[config.mk]
export PLATFORM = sky130hd
export DESIGN_NAME = gat_layer
export DESIGN_NICKNAME = d
export VERILOG_FILES = /design/src/logic/gat_cfg_pkg.sv /design/src/logic/gat_msg_pkg.sv /design/src/logic/gat_layer.sv /design/src/logic/feat_aggregator.sv /design/src/logic/attn_softmax.sv /design/src/logic/attn_score.sv /design/src/logic/wh_transform.sv /design/src/logic/param_store.sv /design/src/logic/msg_handoff.sv
export SDC_FILE = /design/constraint.sdc
export NUM_CORES = 2
export LEC_CHECK = 0
export BUFFER_PORTS_ARGS = -buffer_cell sky130_fd_sc_hd__buf_2
export CELL_PAD_IN_SITES_DETAIL_PLACEMENT = 2
export CELL_PAD_IN_SITES_GLOBAL_PLACEMENT = 2
export CORE_MARGIN = 5
export CORE_UTILIZATION = 30
export DETAILED_ROUTE_END_ITERATION = 7
export PLACE_DENSITY = 0.57
export SLEW_MARGIN = 30
export SYNTH_ARGS = -nofsm -noshare
export SYNTH_HDL_FRONTEND = slang
export SYNTH_SLANG_ARGS = --single-unit
[constraint.sdc]
create_clock -name clk -period 22.6 [get_ports clk]
set_clock_uncertainty 0.2 [all_clocks]
set_input_delay 3.39 -clock clk [delete_from_list [all_inputs] [get_ports clk]]
set_output_delay 3.39 -clock clk [all_outputs]
set_load 0.005 [all_outputs]
[src/logic/gat_cfg_pkg.sv]
package gat_cfg_pkg;

  localparam int FEAT_W     = 8;   // signed features and weights.
  localparam int F_IN       = 4;
  localparam int F_OUT      = 2;
  localparam int NBR_SLOTS  = 4;   // slot 0 is the node itself.
  localparam int NODE_W     = 8;
  localparam int PRM_ADDR_W = 5;

  localparam int ACC_W      = 20;  // wh elements and scores.
  localparam int ALPHA_W    = 8;
  localparam int ALPHA_ONE  = 128;
  localparam int ALPHA_FRAC = 7;   // alpha is a q1.7 fraction.

  // softmax step and leaky relu slope.
  localparam int SCORE_STEP_SH = 4;
  localparam int LEAKY_SH      = 3;
  localparam int ALPHA_MAX_SH  = 7;

  typedef logic signed [FEAT_W-1:0] feat_t;
  typedef logic signed [ACC_W-1:0]  acc_t;
  typedef logic [ALPHA_W-1:0]       alpha_t;
  typedef logic [NODE_W-1:0]        node_id_t;

endpackage
[src/logic/gat_msg_pkg.sv]
package gat_msg_pkg;

  import gat_cfg_pkg::*;

  typedef feat_t [F_IN-1:0]  feat_vec_t;
  typedef acc_t  [F_OUT-1:0] wh_vec_t;

  typedef struct packed {
    node_id_t                  node_id;
    feat_vec_t [NBR_SLOTS-1:0] feat;
    logic [NBR_SLOTS-1:0]      slot_vld;  // bit 0 always set.
  } job_t;

  typedef struct packed {
    node_id_t                node_id;
    wh_vec_t [NBR_SLOTS-1:0] wh;
    logic [NBR_SLOTS-1:0]    slot_vld;
  } wh_msg_t;

  typedef struct packed {
    node_id_t                node_id;
    wh_vec_t [NBR_SLOTS-1:0] wh;
    logic [NBR_SLOTS-1:0]    slot_vld;
    acc_t [NBR_SLOTS-1:0]    score;
  } score_msg_t;

  typedef struct packed {
    node_id_t                node_id;
    wh_vec_t [NBR_SLOTS-1:0] wh;
    logic [NBR_SLOTS-1:0]    slot_vld;
    alpha_t [NBR_SLOTS-1:0]  alpha;
  } alpha_msg_t;

  typedef struct packed {
    node_id_t node_id;
    wh_vec_t  feat;
  } res_t;

  typedef struct packed {
    feat_vec_t [F_OUT-1:0] w;  // w[k][f].
    feat_t [F_OUT-1:0]     a_src;
    feat_t [F_OUT-1:0]     a_dst;
  } params_t;

endpackage

[src/logic/gat_layer.sv]
`timescale 1ns/100ps

module gat_layer import gat_cfg_pkg::*, gat_msg_pkg::*; #(
  parameter int F_IN      = gat_cfg_pkg::F_IN,
  parameter int F_OUT     = gat_cfg_pkg::F_OUT,
  parameter int NBR_SLOTS = gat_cfg_pkg::NBR_SLOTS
) (
  input  logic                  clk,
  input  logic                  rst_n,
  input  logic                  prm_we_i,
  input  logic [PRM_ADDR_W-1:0] prm_addr_i,
  input  feat_t                 prm_data_i,
  input  logic                  job_req_i,
  input  job_t                  job_i,
  output logic                  job_ack_o,
  output logic                  res_req_o,
  input  logic                  res_ack_i,
  output res_t                  res_o
);

  params_t    params;
  logic       wh_req, wh_ack;
  wh_msg_t    wh_msg;
  logic       sc_req, sc_ack;
  score_msg_t sc_msg;
  logic       al_req, al_ack;
  alpha_msg_t al_msg;

  // host writes only while no job is in flight.
  param_store u_param_store (
    .clk(clk), .rst_n(rst_n),
    .prm_we_i(prm_we_i), .prm_addr_i(prm_addr_i), .prm_data_i(prm_data_i),
    .params_o(params)
  );

  wh_transform #(.F_IN(F_IN), .F_OUT(F_OUT), .NBR_SLOTS(NBR_SLOTS)) u_wh_transform (
    .clk(clk), .rst_n(rst_n), .params_i(params),
    .job_req_i(job_req_i), .job_i(job_i), .job_ack_o(job_ack_o),
    .wh_req_o(wh_req), .wh_ack_i(wh_ack), .wh_o(wh_msg)
  );

  attn_score #(.F_OUT(F_OUT), .NBR_SLOTS(NBR_SLOTS)) u_attn_score (
    .clk(clk), .rst_n(rst_n), .params_i(params),
    .wh_req_i(wh_req), .wh_i(wh_msg), .wh_ack_o(wh_ack),
    .sc_req_o(sc_req), .sc_ack_i(sc_ack), .sc_o(sc_msg)
  );

  attn_softmax #(.NBR_SLOTS(NBR_SLOTS)) u_attn_softmax (
    .clk(clk), .rst_n(rst_n),
    .sc_req_i(sc_req), .sc_i(sc_msg), .sc_ack_o(sc_ack),
    .al_req_o(al_req), .al_ack_i(al_ack), .al_o(al_msg)
  );

  feat_aggregator #(.F_OUT(F_OUT), .NBR_SLOTS(NBR_SLOTS)) u_feat_aggregator (
    .clk(clk), .rst_n(rst_n),
    .al_req_i(al_req), .al_i(al_msg), .al_ack_o(al_ack),
    .res_req_o(res_req_o), .res_ack_i(res_ack_i), .res_o(res_o)
  );

endmodule

[src/logic/feat_aggregator.sv]
`timescale 1ns/100ps

module feat_aggregator import gat_cfg_pkg::*, gat_msg_pkg::*; #(
  parameter int F_OUT     = gat_cfg_pkg::F_OUT,
  parameter int NBR_SLOTS = gat_cfg_pkg::NBR_SLOTS
) (
  input  logic       clk,
  input  logic       rst_n,
  input  logic       al_req_i,
  input  alpha_msg_t al_i,
  output logic       al_ack_o,
  output logic       res_req_o,
  input  logic       res_ack_i,
  output res_t       res_o
);

  localparam int KW    = (F_OUT > 1) ? $clog2(F_OUT) : 1;
  localparam int JW    = (NBR_SLOTS > 1) ? $clog2(NBR_SLOTS) : 1;
  localparam int SUM_W = ACC_W + ALPHA_W + 2;

  typedef enum logic [1:0] {ST_IDLE, ST_MAC, ST_SEND} state_e;

  state_e                  state;
  logic [KW-1:0]           k_q;
  logic [JW-1:0]           j_q;
  logic                    last_k, last_j;
  logic                    accept;
  logic                    ho_busy;
  logic signed [SUM_W-1:0] sum_q;
  logic signed [SUM_W-1:0] sum_nxt;
  alpha_msg_t              al_q;
  res_t                    res_q;

  assign accept  = (state == ST_IDLE) && !ho_busy && al_req_i && !al_ack_o;
  assign last_k  = (k_q == KW'(F_OUT - 1));
  assign last_j  = (j_q == JW'(NBR_SLOTS - 1));
  assign sum_nxt = sum_q + $signed({1'b0, al_q.alpha[j_q]}) * $signed(al_q.wh[j_q][k_q]);

  // element outer, slot inner. invalid slots carry alpha 0.
  always_ff @(posedge clk or negedge rst_n) begin
    if (!rst_n) begin
      state    <= ST_IDLE;
      k_q      <= '0;
      j_q      <= '0;
      sum_q    <= '0;
      al_ack_o <= 1'b0;
    end else begin
      if (accept) begin
        al_ack_o <= 1'b1;
      end else if (al_ack_o && !al_req_i) begin
        al_ack_o <= 1'b0;
      end
      case (state)
        ST_IDLE: if (accept) state <= ST_MAC;
        ST_MAC: begin
          j_q   <= last_j ? '0 : j_q + 1'b1;
          sum_q <= last_j ? '0 : sum_nxt;
          if (last_j) begin
            k_q <= last_k ? '0 : k_q + 1'b1;
            if (last_k) state <= ST_SEND;
          end
        end
        default: state <= ST_IDLE;
      endcase
    end
  end

  always_ff @(posedge clk) begin
    if (accept) begin
      al_q          <= al_i;
      res_q.node_id <= al_i.node_id;
    end
    if (state == ST_MAC && last_j) begin
      res_q.feat[k_q] <= ACC_W'(sum_nxt >>> ALPHA_FRAC);  // drop the alpha fraction.
    end
  end

  msg_handoff #(.payload_t(res_t)) u_handoff (
    .clk(clk), .rst_n(rst_n),
    .load_i(state == ST_SEND), .data_i(res_q), .busy_o(ho_busy),
    .req_o(res_req_o), .ack_i(res_ack_i), .data_o(res_o)
  );

endmodule

[src/logic/attn_softmax.sv]
`timescale 1ns/100ps

module attn_softmax import gat_cfg_pkg::*, gat_msg_pkg::*; #(
  parameter int NBR_SLOTS = gat_cfg_pkg::NBR_SLOTS
) (
  input  logic       clk,
  input  logic       rst_n,
  input  logic       sc_req_i,
  input  score_msg_t sc_i,
  output logic       sc_ack_o,
  output logic       al_req_o,
  input  logic       al_ack_i,
  output alpha_msg_t al_o
);

  localparam int     JW     = (NBR_SLOTS > 1) ? $clog2(NBR_SLOTS) : 1;
  localparam int     DIFF_W = ACC_W + 1;
  localparam int     SH_W   = $clog2(ALPHA_MAX_SH + 1);
  localparam alpha_t ONE    = ALPHA_W'(ALPHA_ONE);

  typedef enum logic [1:0] {ST_IDLE, ST_MAX, ST_ALPHA, ST_SEND} state_e;

  state_e               state;
  logic [JW-1:0]        j_q;
  logic                 last_j;
  logic                 accept;
  logic                 ho_busy;
  logic                 has_one;
  acc_t                 max_q;
  acc_t                 cur;
  logic [DIFF_W-1:0]    diff;
  logic [DIFF_W-1:0]    step;
  logic [SH_W-1:0]      sh;
  alpha_t               alpha_cur;
  acc_t [NBR_SLOTS-1:0] score_q;
  alpha_msg_t           al_q;

  assign accept    = (state == ST_IDLE) && !ho_busy && sc_req_i && !sc_ack_o;
  assign last_j    = (j_q == JW'(NBR_SLOTS - 1));
  assign cur       = score_q[j_q];
  assign diff      = DIFF_W'(max_q) - DIFF_W'(cur);  // one extra bit, never negative.
  assign step      = diff >> SCORE_STEP_SH;
  assign sh        = (step > DIFF_W'(ALPHA_MAX_SH)) ? SH_W'(ALPHA_MAX_SH) : step[SH_W-1:0];
  assign alpha_cur = al_q.slot_vld[j_q] ? (ONE >> sh) : '0;

  always_ff @(posedge clk or negedge rst_n) begin
    if (!rst_n) begin
      state    <= ST_IDLE;
      j_q      <= '0;
      sc_ack_o <= 1'b0;
    end else begin
      if (accept) begin
        sc_ack_o <= 1'b1;
      end else if (sc_ack_o && !sc_req_i) begin
        sc_ack_o <= 1'b0;
      end
      case (state)
        ST_IDLE: if (accept) state <= ST_MAX;
        ST_MAX, ST_ALPHA: begin
          j_q <= last_j ? '0 : j_q + 1'b1;
          if (last_j) state <= (state == ST_MAX) ? ST_ALPHA : ST_SEND;
        end
        default: state <= ST_IDLE;
      endcase
    end
  end

  always_ff @(posedge clk) begin
    if (accept) begin
      al_q.node_id  <= sc_i.node_id;
      al_q.wh       <= sc_i.wh;
      al_q.slot_vld <= sc_i.slot_vld;
      score_q       <= sc_i.score;
      max_q         <= sc_i.score[0];  // slot 0 is always valid.
    end
    if (state == ST_MAX && al_q.slot_vld[j_q] && cur > max_q) begin
      max_q <= cur;
    end
    if (state == ST_ALPHA) begin
      al_q.alpha[j_q] <= alpha_cur;
    end
  end

  always_comb begin
    has_one = 1'b0;
    for (int j = 0; j < NBR_SLOTS; j++) begin
      has_one |= al_q.slot_vld[j] && (al_q.alpha[j] == ONE);
    end
  end

  // the max search must have landed on a valid slot.
  assert property (@(posedge clk) disable iff (!rst_n) state == ST_SEND |-> has_one)
    else $error("softmax: no valid slot got alpha one");

  msg_handoff #(.payload_t(alpha_msg_t)) u_handoff (
    .clk(clk), .rst_n(rst_n),
    .load_i(state == ST_SEND), .data_i(al_q), .busy_o(ho_busy),
    .req_o(al_req_o), .ack_i(al_ack_i), .data_o(al_o)
  );

endmodule

[src/logic/attn_score.sv]
`timescale 1ns/100ps

module attn_score import gat_cfg_pkg::*, gat_msg_pkg::*; #(
  parameter int F_OUT     = gat_cfg_pkg::F_OUT,
  parameter int NBR_SLOTS = gat_cfg_pkg::NBR_SLOTS
) (
  input  logic       clk,
  input  logic       rst_n,
  input  params_t    params_i,
  input  logic       wh_req_i,
  input  wh_msg_t    wh_i,
  output logic       wh_ack_o,
  output logic       sc_req_o,
  input  logic       sc_ack_i,
  output score_msg_t sc_o
);

  localparam int KW = (F_OUT > 1) ? $clog2(F_OUT) : 1;

  typedef enum logic [1:0] {ST_IDLE, ST_SRC, ST_DST, ST_SEND} state_e;

  state_e        state;
  logic [KW-1:0] k_q;
  logic          last_k;
  logic          accept;
  logic          ho_busy;
  acc_t          s_q;
  acc_t          src_prod;
  acc_t          e_q   [NBR_SLOTS];
  acc_t          e_fin [NBR_SLOTS];
  score_msg_t    sc_q;

  assign accept   = (state == ST_IDLE) && !ho_busy && wh_req_i && !wh_ack_o;
  assign last_k   = (k_q == KW'(F_OUT - 1));
  assign src_prod = $signed(params_i.a_src[k_q]) * $signed(sc_q.wh[0][k_q]);

  // one dst product per slot each cycle, sums wrap at ACC_W bits.
  always_comb begin
    for (int j = 0; j < NBR_SLOTS; j++) begin
      e_fin[j] = e_q[j] + $signed(params_i.a_dst[k_q]) * $signed(sc_q.wh[j][k_q]);
    end
  end

  always_ff @(posedge clk or negedge rst_n) begin
    if (!rst_n) begin
      state    <= ST_IDLE;
      k_q      <= '0;
      wh_ack_o <= 1'b0;
    end else begin
      if (accept) begin
        wh_ack_o <= 1'b1;
      end else if (wh_ack_o && !wh_req_i) begin
        wh_ack_o <= 1'b0;
      end
      case (state)
        ST_IDLE: if (accept) state <= ST_SRC;
        ST_SRC, ST_DST: begin
          k_q <= last_k ? '0 : k_q + 1'b1;
          if (last_k) state <= (state == ST_SRC) ? ST_DST : ST_SEND;
        end
        default: state <= ST_IDLE;
      endcase
    end
  end

  always_ff @(posedge clk) begin
    if (accept) begin
      sc_q.node_id  <= wh_i.node_id;
      sc_q.wh       <= wh_i.wh;
      sc_q.slot_vld <= wh_i.slot_vld;
      s_q           <= '0;
    end
    if (state == ST_SRC) begin
      s_q <= s_q + src_prod;
      for (int j = 0; j < NBR_SLOTS; j++) begin
        e_q[j] <= s_q + src_prod;  // last cycle leaves the full s.
      end
    end
    if (state == ST_DST) begin
      for (int j = 0; j < NBR_SLOTS; j++) begin
        e_q[j]        <= e_fin[j];
        sc_q.score[j] <= e_fin[j][ACC_W-1] ? (e_fin[j] >>> LEAKY_SH) : e_fin[j];
      end
    end
  end

  msg_handoff #(.payload_t(score_msg_t)) u_handoff (
    .clk(clk), .rst_n(rst_n),
    .load_i(state == ST_SEND), .data_i(sc_q), .busy_o(ho_busy),
    .req_o(sc_req_o), .ack_i(sc_ack_i), .data_o(sc_o)
  );

endmodule

[src/logic/wh_transform.sv]
`timescale 1ns/100ps

module wh_transform import gat_cfg_pkg::*, gat_msg_pkg::*; #(
  parameter int F_IN      = gat_cfg_pkg::F_IN,
  parameter int F_OUT     = gat_cfg_pkg::F_OUT,
  parameter int NBR_SLOTS = gat_cfg_pkg::NBR_SLOTS
) (
  input  logic    clk,
  input  logic    rst_n,
  input  params_t params_i,
  input  logic    job_req_i,
  input  job_t    job_i,
  output logic    job_ack_o,
  output logic    wh_req_o,
  input  logic    wh_ack_i,
  output wh_msg_t wh_o
);

  localparam int FW = (F_IN > 1) ? $clog2(F_IN) : 1;
  localparam int KW = (F_OUT > 1) ? $clog2(F_OUT) : 1;
  localparam int JW = (NBR_SLOTS > 1) ? $clog2(NBR_SLOTS) : 1;

  typedef enum logic [1:0] {ST_IDLE, ST_MAC, ST_SEND} state_e;

  state_e        state;
  logic [FW-1:0] f_q;
  logic [KW-1:0] k_q;
  logic [JW-1:0] j_q;
  logic          last_f, last_k, last_j;
  logic          accept;
  logic          ho_busy;
  acc_t          acc_q;
  acc_t          prod;
  job_t          job_q;
  wh_msg_t       wh_q;

  assign accept = (state == ST_IDLE) && !ho_busy && job_req_i && !job_ack_o;
  assign last_f = (f_q == FW'(F_IN - 1));
  assign last_k = (k_q == KW'(F_OUT - 1));
  assign last_j = (j_q == JW'(NBR_SLOTS - 1));
  assign prod   = $signed(params_i.w[k_q][f_q]) * $signed(job_q.feat[j_q][f_q]);

  // slot outer, output element middle, input element inner.
  always_ff @(posedge clk or negedge rst_n) begin
    if (!rst_n) begin
      state     <= ST_IDLE;
      f_q       <= '0;
      k_q       <= '0;
      j_q       <= '0;
      acc_q     <= '0;
      job_ack_o <= 1'b0;
    end else begin
      if (accept) begin
        job_ack_o <= 1'b1;
      end else if (job_ack_o && !job_req_i) begin
        job_ack_o <= 1'b0;
      end
      case (state)
        ST_IDLE: if (accept) state <= ST_MAC;
        ST_MAC: begin
          f_q   <= last_f ? '0 : f_q + 1'b1;
          acc_q <= last_f ? '0 : acc_q + prod;
          if (last_f) begin
            k_q <= last_k ? '0 : k_q + 1'b1;
            if (last_k) begin
              j_q <= last_j ? '0 : j_q + 1'b1;
              if (last_j) state <= ST_SEND;
            end
          end
        end
        ST_SEND: state <= ST_IDLE;
        default: state <= ST_IDLE;
      endcase
    end
  end

  always_ff @(posedge clk) begin
    if (accept) begin
      job_q         <= job_i;
      wh_q.node_id  <= job_i.node_id;
      wh_q.slot_vld <= job_i.slot_vld;
    end
    if (state == ST_MAC && last_f) begin
      wh_q.wh[j_q][k_q] <= acc_q + prod;  // invalid slots too.
    end
  end

  msg_handoff #(.payload_t(wh_msg_t)) u_handoff (
    .clk(clk), .rst_n(rst_n),
    .load_i(state == ST_SEND), .data_i(wh_q), .busy_o(ho_busy),
    .req_o(wh_req_o), .ack_i(wh_ack_i), .data_o(wh_o)
  );

endmodule

[src/logic/param_store.sv]
`timescale 1ns/100ps

module param_store import gat_cfg_pkg::*, gat_msg_pkg::*; (
  input  logic                  clk,
  input  logic                  rst_n,
  input  logic                  prm_we_i,
  input  logic [PRM_ADDR_W-1:0] prm_addr_i,
  input  feat_t                 prm_data_i,
  output params_t               params_o
);

  localparam int W_WORDS  = F_OUT * F_IN;
  localparam int ADDR_END = W_WORDS + 2 * F_OUT;  // one past a_dst.

  // weights row by row, then a_src, then a_dst.
  always_ff @(posedge clk or negedge rst_n) begin
    if (!rst_n) begin
      params_o <= '0;
    end else if (prm_we_i) begin
      for (int k = 0; k < F_OUT; k++) begin
        for (int f = 0; f < F_IN; f++) begin
          if (prm_addr_i == PRM_ADDR_W'(k * F_IN + f)) begin
            params_o.w[k][f] <= prm_data_i;
          end
        end
        if (prm_addr_i == PRM_ADDR_W'(W_WORDS + k)) begin
          params_o.a_src[k] <= prm_data_i;
        end
        if (prm_addr_i == PRM_ADDR_W'(W_WORDS + F_OUT + k)) begin
          params_o.a_dst[k] <= prm_data_i;
        end
      end
    end
  end

  assert property (@(posedge clk) disable iff (!rst_n)
    prm_we_i |-> prm_addr_i < PRM_ADDR_W'(ADDR_END))
    else $error("param_store: write to unmapped address %0d", prm_addr_i);

endmodule

[src/logic/msg_handoff.sv]
`timescale 1ns/100ps

module msg_handoff #(
  parameter type payload_t = logic
) (
  input  logic     clk,
  input  logic     rst_n,
  input  logic     load_i,
  input  payload_t data_i,
  output logic     busy_o,
  output logic     req_o,
  input  logic     ack_i,
  output payload_t data_o
);

  typedef enum logic [1:0] {HS_IDLE, HS_REQ, HS_DROP} hs_state_e;

  hs_state_e state;

  always_ff @(posedge clk or negedge rst_n) begin
    if (!rst_n) begin
      state <= HS_IDLE;
    end else begin
      case (state)
        HS_IDLE: if (load_i) state <= HS_REQ;
        HS_REQ:  if (ack_i) state <= HS_DROP;   // receiver has the payload.
        HS_DROP: if (!ack_i) state <= HS_IDLE;
        default: state <= HS_IDLE;
      endcase
    end
  end

  always_ff @(posedge clk) begin
    if (load_i) begin
      data_o <= data_i;
    end
  end

  assign req_o  = (state == HS_REQ);
  assign busy_o = (state != HS_IDLE);  // held until ack falls.

  assert property (@(posedge clk) disable iff (!rst_n) req_o |=> $stable(data_o))
    else $error("handoff: payload changed while req was high");
  assert property (@(posedge clk) disable iff (!rst_n) $rose(ack_i) |-> req_o)
    else $error("handoff: ack rose without a pending req");
  assert property (@(posedge clk) disable iff (!rst_n) busy_o |-> !load_i)
    else $error("handoff: load while a message is in flight");

endmodule

==> results.cfg <==
[yosys]
synthFlopType = edfxtp_1
synth_area_mm2 = 0.102
async_flop_share_pct = 8.52
syn_nets = 8070
ys_ff_latch = 2042
yosysSeqAreaShare_pct = 59.5
synth_warnings = 0
synth_edf_count = 1868
yosysUniqueCellTypes = 72
postSynthAreaPerCell_um2 = 14.9
netlist_instances = 6838

[route]
drc = 0
post_drt_via_cell_ratio = 4.68
first_pass_iters = 5
wire_per_inst_um = 26.4
drt_wl_total_mm = 315
dr_total_vias = 55837
drt_iter0_markers = 3260
drt.antenna.violating_nets = 0

[sta]
hold_viol = 0
slew_headroom_pct = 27.5
totalNegativeSetupSlack_ns = 0
setup_viol = 0
fmax_mhz = 102
worst_slew_pin_slew_ns = 1.08
rsz0062_at_grt = no
period_needed_ns = 9.81
fin_crit_sh_pct = 43.4
slew_viol_final = 0

[clocking]
cts_resized = 0
cts_sinks = 2042
post-cts-setup-buffers = 0
htree_levels = 4
clk_pin_slew_ns = 0.07
cts_buffers = 230
clock_path_buffers = 4
insertion_delay_ns = 0.97
root_buffer = clkbuf_16
ctsHoldBuffers = 0
cts_tree = done

[global_routing]
met3_usage_pct = 2.13
use_met1_pct = 23.4
grt_pass1_vias = 64539
antenna_found_initial = 49
grt_max_degree = 142
grt_busiest_layer = met2
gr-usage-all-layers_pct = 18.0
grt_pass1_wl_mm = 462
met2_usage_pct = 31.8
grt_overflow_total = 0

[critical_path]
ff2ff_setup_slack_ns = 12.79
worst_ep_arrival_time_ns = 10.42
crit_path_frequent_cell = fa_1
crit_path_top_delay_cell = dfrtp_4
critPathCaptureType = flop
crit_path_max_fanout = 33
regToRegEndpoint = u_feat_aggregator.sum_q[26]
cpPeakStageDelay_ns = 0.81
startpoint_type = flop
criticalPathCategory = flop to flop
r2r_cells = 31
crit_family = adder cells
required_ns = 23.21
reg2reg_from = u_feat_aggregator.j_q[0]
worstPathBufferInverterCount = 4

[place]
gp_congestion = 0.783
place_hpwl_mm = 232
port_buffers = 207

[status]
status = complete, no violations

[final_layout]
seq_area_mm2 = 0.0605
fillers = 34366
multi_input_area_mm2 = 0.0374
synthToLayoutAreaGrowth_pct = 14.9
nNetsFinal = 8449
layout-drive-gt1-share_pct = 15.5

[die]
initial_core_util_pct = 30.1
die_w_um = 592
rows = 213
num_io_pins = 208
dieArea_mm2 = 0.350
die-height_um = 592
floorplan.core_area_mm2 = 0.337

[hold_path]
hold_path_end = u_attn_softmax.u_handoff.data_o[44]
hold_start = u_attn_softmax.al_q[44]
min_path_type = flop to flop
min_path_cells = 0

[flow_run]
cap_violations = 0
[how the worst max path moves through the flow]
stage                                     startpoint                     endpoint  cells past startpoint  slack, ns
after floorplan           u_feat_aggregator.state[0]   u_feat_aggregator.state[0]                      3       6.59
after global placement      u_feat_aggregator.j_q[0]  u_feat_aggregator.sum_q[26]                     31      12.85
after detailed placement    u_feat_aggregator.j_q[0]  u_feat_aggregator.sum_q[26]                     31      12.69
after CTS                   u_feat_aggregator.j_q[0]  u_feat_aggregator.sum_q[26]                     31      12.65
after global routing        u_feat_aggregator.j_q[0]  u_feat_aggregator.sum_q[26]                     31      12.11
final                       u_feat_aggregator.j_q[0]  u_feat_aggregator.sum_q[26]                     31      12.79
[stage by stage]
stage          setup slack [ns]  hold WS, ns  util [%]  instance area, µm²  instances
2_1_floorplan              6.59        0.200         -              102000       6838
3_3_place_gp              12.85        0.200      32.3              109000      11498
3_5_place_dp              12.69        0.205      32.3              109000      11499
4_1_cts                   12.65        0.120      34.6              117000      11914
5_1_grt                   12.11        0.129      34.6              117000      11917
6_report                  12.79        0.126      34.6              117000      11932
[final cells by class]
class / instances / share of cell area [%]
Antenna cell: 17 / 0.0364
Clock buffer: 278 / 5.19
Clock inverter: 137 / 1.35
Inverter: 922 / 2.98
Multi-Input combinational cell: 3695 / 32.0
Sequential cell: 2042 / 51.8
Tap cell: 4515 / 4.84
Timing Repair Buffer: 326 / 1.76
[per-layer routing]
layer  wire, µm  share of wire (%)  vias up
met4       8890                2.8       16
li1           -                  -    24398
met5        104              0.033        -
met2     160000                 51     1053
met3      10800                3.4      409
met1     135000                 43    29961
[cell families (layout without fill, tap and decap cells)]
| logic type | after synthesis | after routing | synth area share (%) |
|---|---|---|---|
| buffers and inverters | 1101 | 1663 | 4.10 |
| xor gates and xnor gates | 241 | 241 | 2.11 |
| muxes | 513 | 513 | 6.77 |
| other | 0 | 17 | 0 |
| and+or+nand+nor | 1351 | 1351 | 5.77 |
| DFF | 2042 | 2042 | 59.5 |
| adders and majority gates | 1074 | 1074 | 18.4 |
| AOI/OAI and AO/OA | 516 | 516 | 3.37 |
[worst reg2reg max path, delay by kind of cell (launching register included)]
kind	cells	cell delay [ns]
compound gates	10	2.16
buf+inv	4	0.88
xor+xnor	3	0.60
simple gates	6	1.22
fa+ha+maj	6	2.60
flops	1	0.81
mux	2	1.28
[synthesized netlist by cell type (all sizes together), types with 7 or more instances]
| master | n | area (µm²) |
|---|---|---|
| a211oi | 18 | 135 |
| a21o | 87 | 653 |
| a21oi | 139 | 699 |
| a22o | 40 | 350 |
| a31oi | 10 | 62.6 |
| and2 | 33 | 206 |
| and3 | 23 | 144 |
| buf | 55 | 238 |
| clkbuf | 124 | 465 |
| dfrtp | 174 | 4350 |
| edfxtp | 1868 | 56100 |
| fa | 693 | 13900 |
| ha | 381 | 4770 |
| inv | 922 | 3460 |
| mux2 | 262 | 2950 |
| mux2i | 138 | 1380 |
| mux4 | 113 | 2540 |
| nand2 | 531 | 1990 |
| nand2b | 94 | 588 |
| nand3 | 29 | 145 |
| nor2 | 504 | 1890 |
| nor2b | 49 | 307 |
| nor3 | 20 | 100 |
| nor3b | 8 | 65.1 |
| nor4 | 7 | 50.1 |
| o211ai | 11 | 82.6 |
| o21a | 29 | 218 |
| o21ai | 87 | 435 |
| o21bai | 31 | 233 |
| o41ai | 7 | 61.3 |
| or2 | 21 | 131 |
| or3 | 11 | 68.8 |
| xnor2 | 187 | 1640 |
| xor2 | 52 | 455 |
[sequential cells by signal, summed over array words and instances (netlist names), 20 cells and up]
name / count
u_attn_score.e_q: 80
u_attn_score.s_q: 20
u_attn_score.sc_q: 252
u_attn_score.u_handoff.data_o: 252
u_attn_softmax.al_q: 204
u_attn_softmax.max_q: 20
u_attn_softmax.score_q: 80
u_attn_softmax.u_handoff.data_o: 200
u_feat_aggregator.al_q: 192
u_feat_aggregator.res_q: 48
u_feat_aggregator.sum_q: 27
u_feat_aggregator.u_handoff.data_o: 48
u_param_store.params_o: 96
u_wh_transform.acc_q: 20
u_wh_transform.job_q: 128
u_wh_transform.u_handoff.data_o: 172
u_wh_transform.wh_q: 172
[layout by cell type (no fill, tap or decap), types with 113 or more instances in the layout]
cell / n
edfxtp_1: 1868
inv_1: 919
fa_1: 693
nand2_1: 530
nor2_1: 497
ha_1: 377
mux2_2: 262
clkbuf_16: 234
buf_2: 206
xnor2_1: 171
dfrtp_1: 167
a21oi_1: 138
mux2i_1: 117
mux4_2: 113
Power is left out: the tool's default activity adds up to more than one toggle a clock period on the data nets, which glitch-free logic cannot reach.
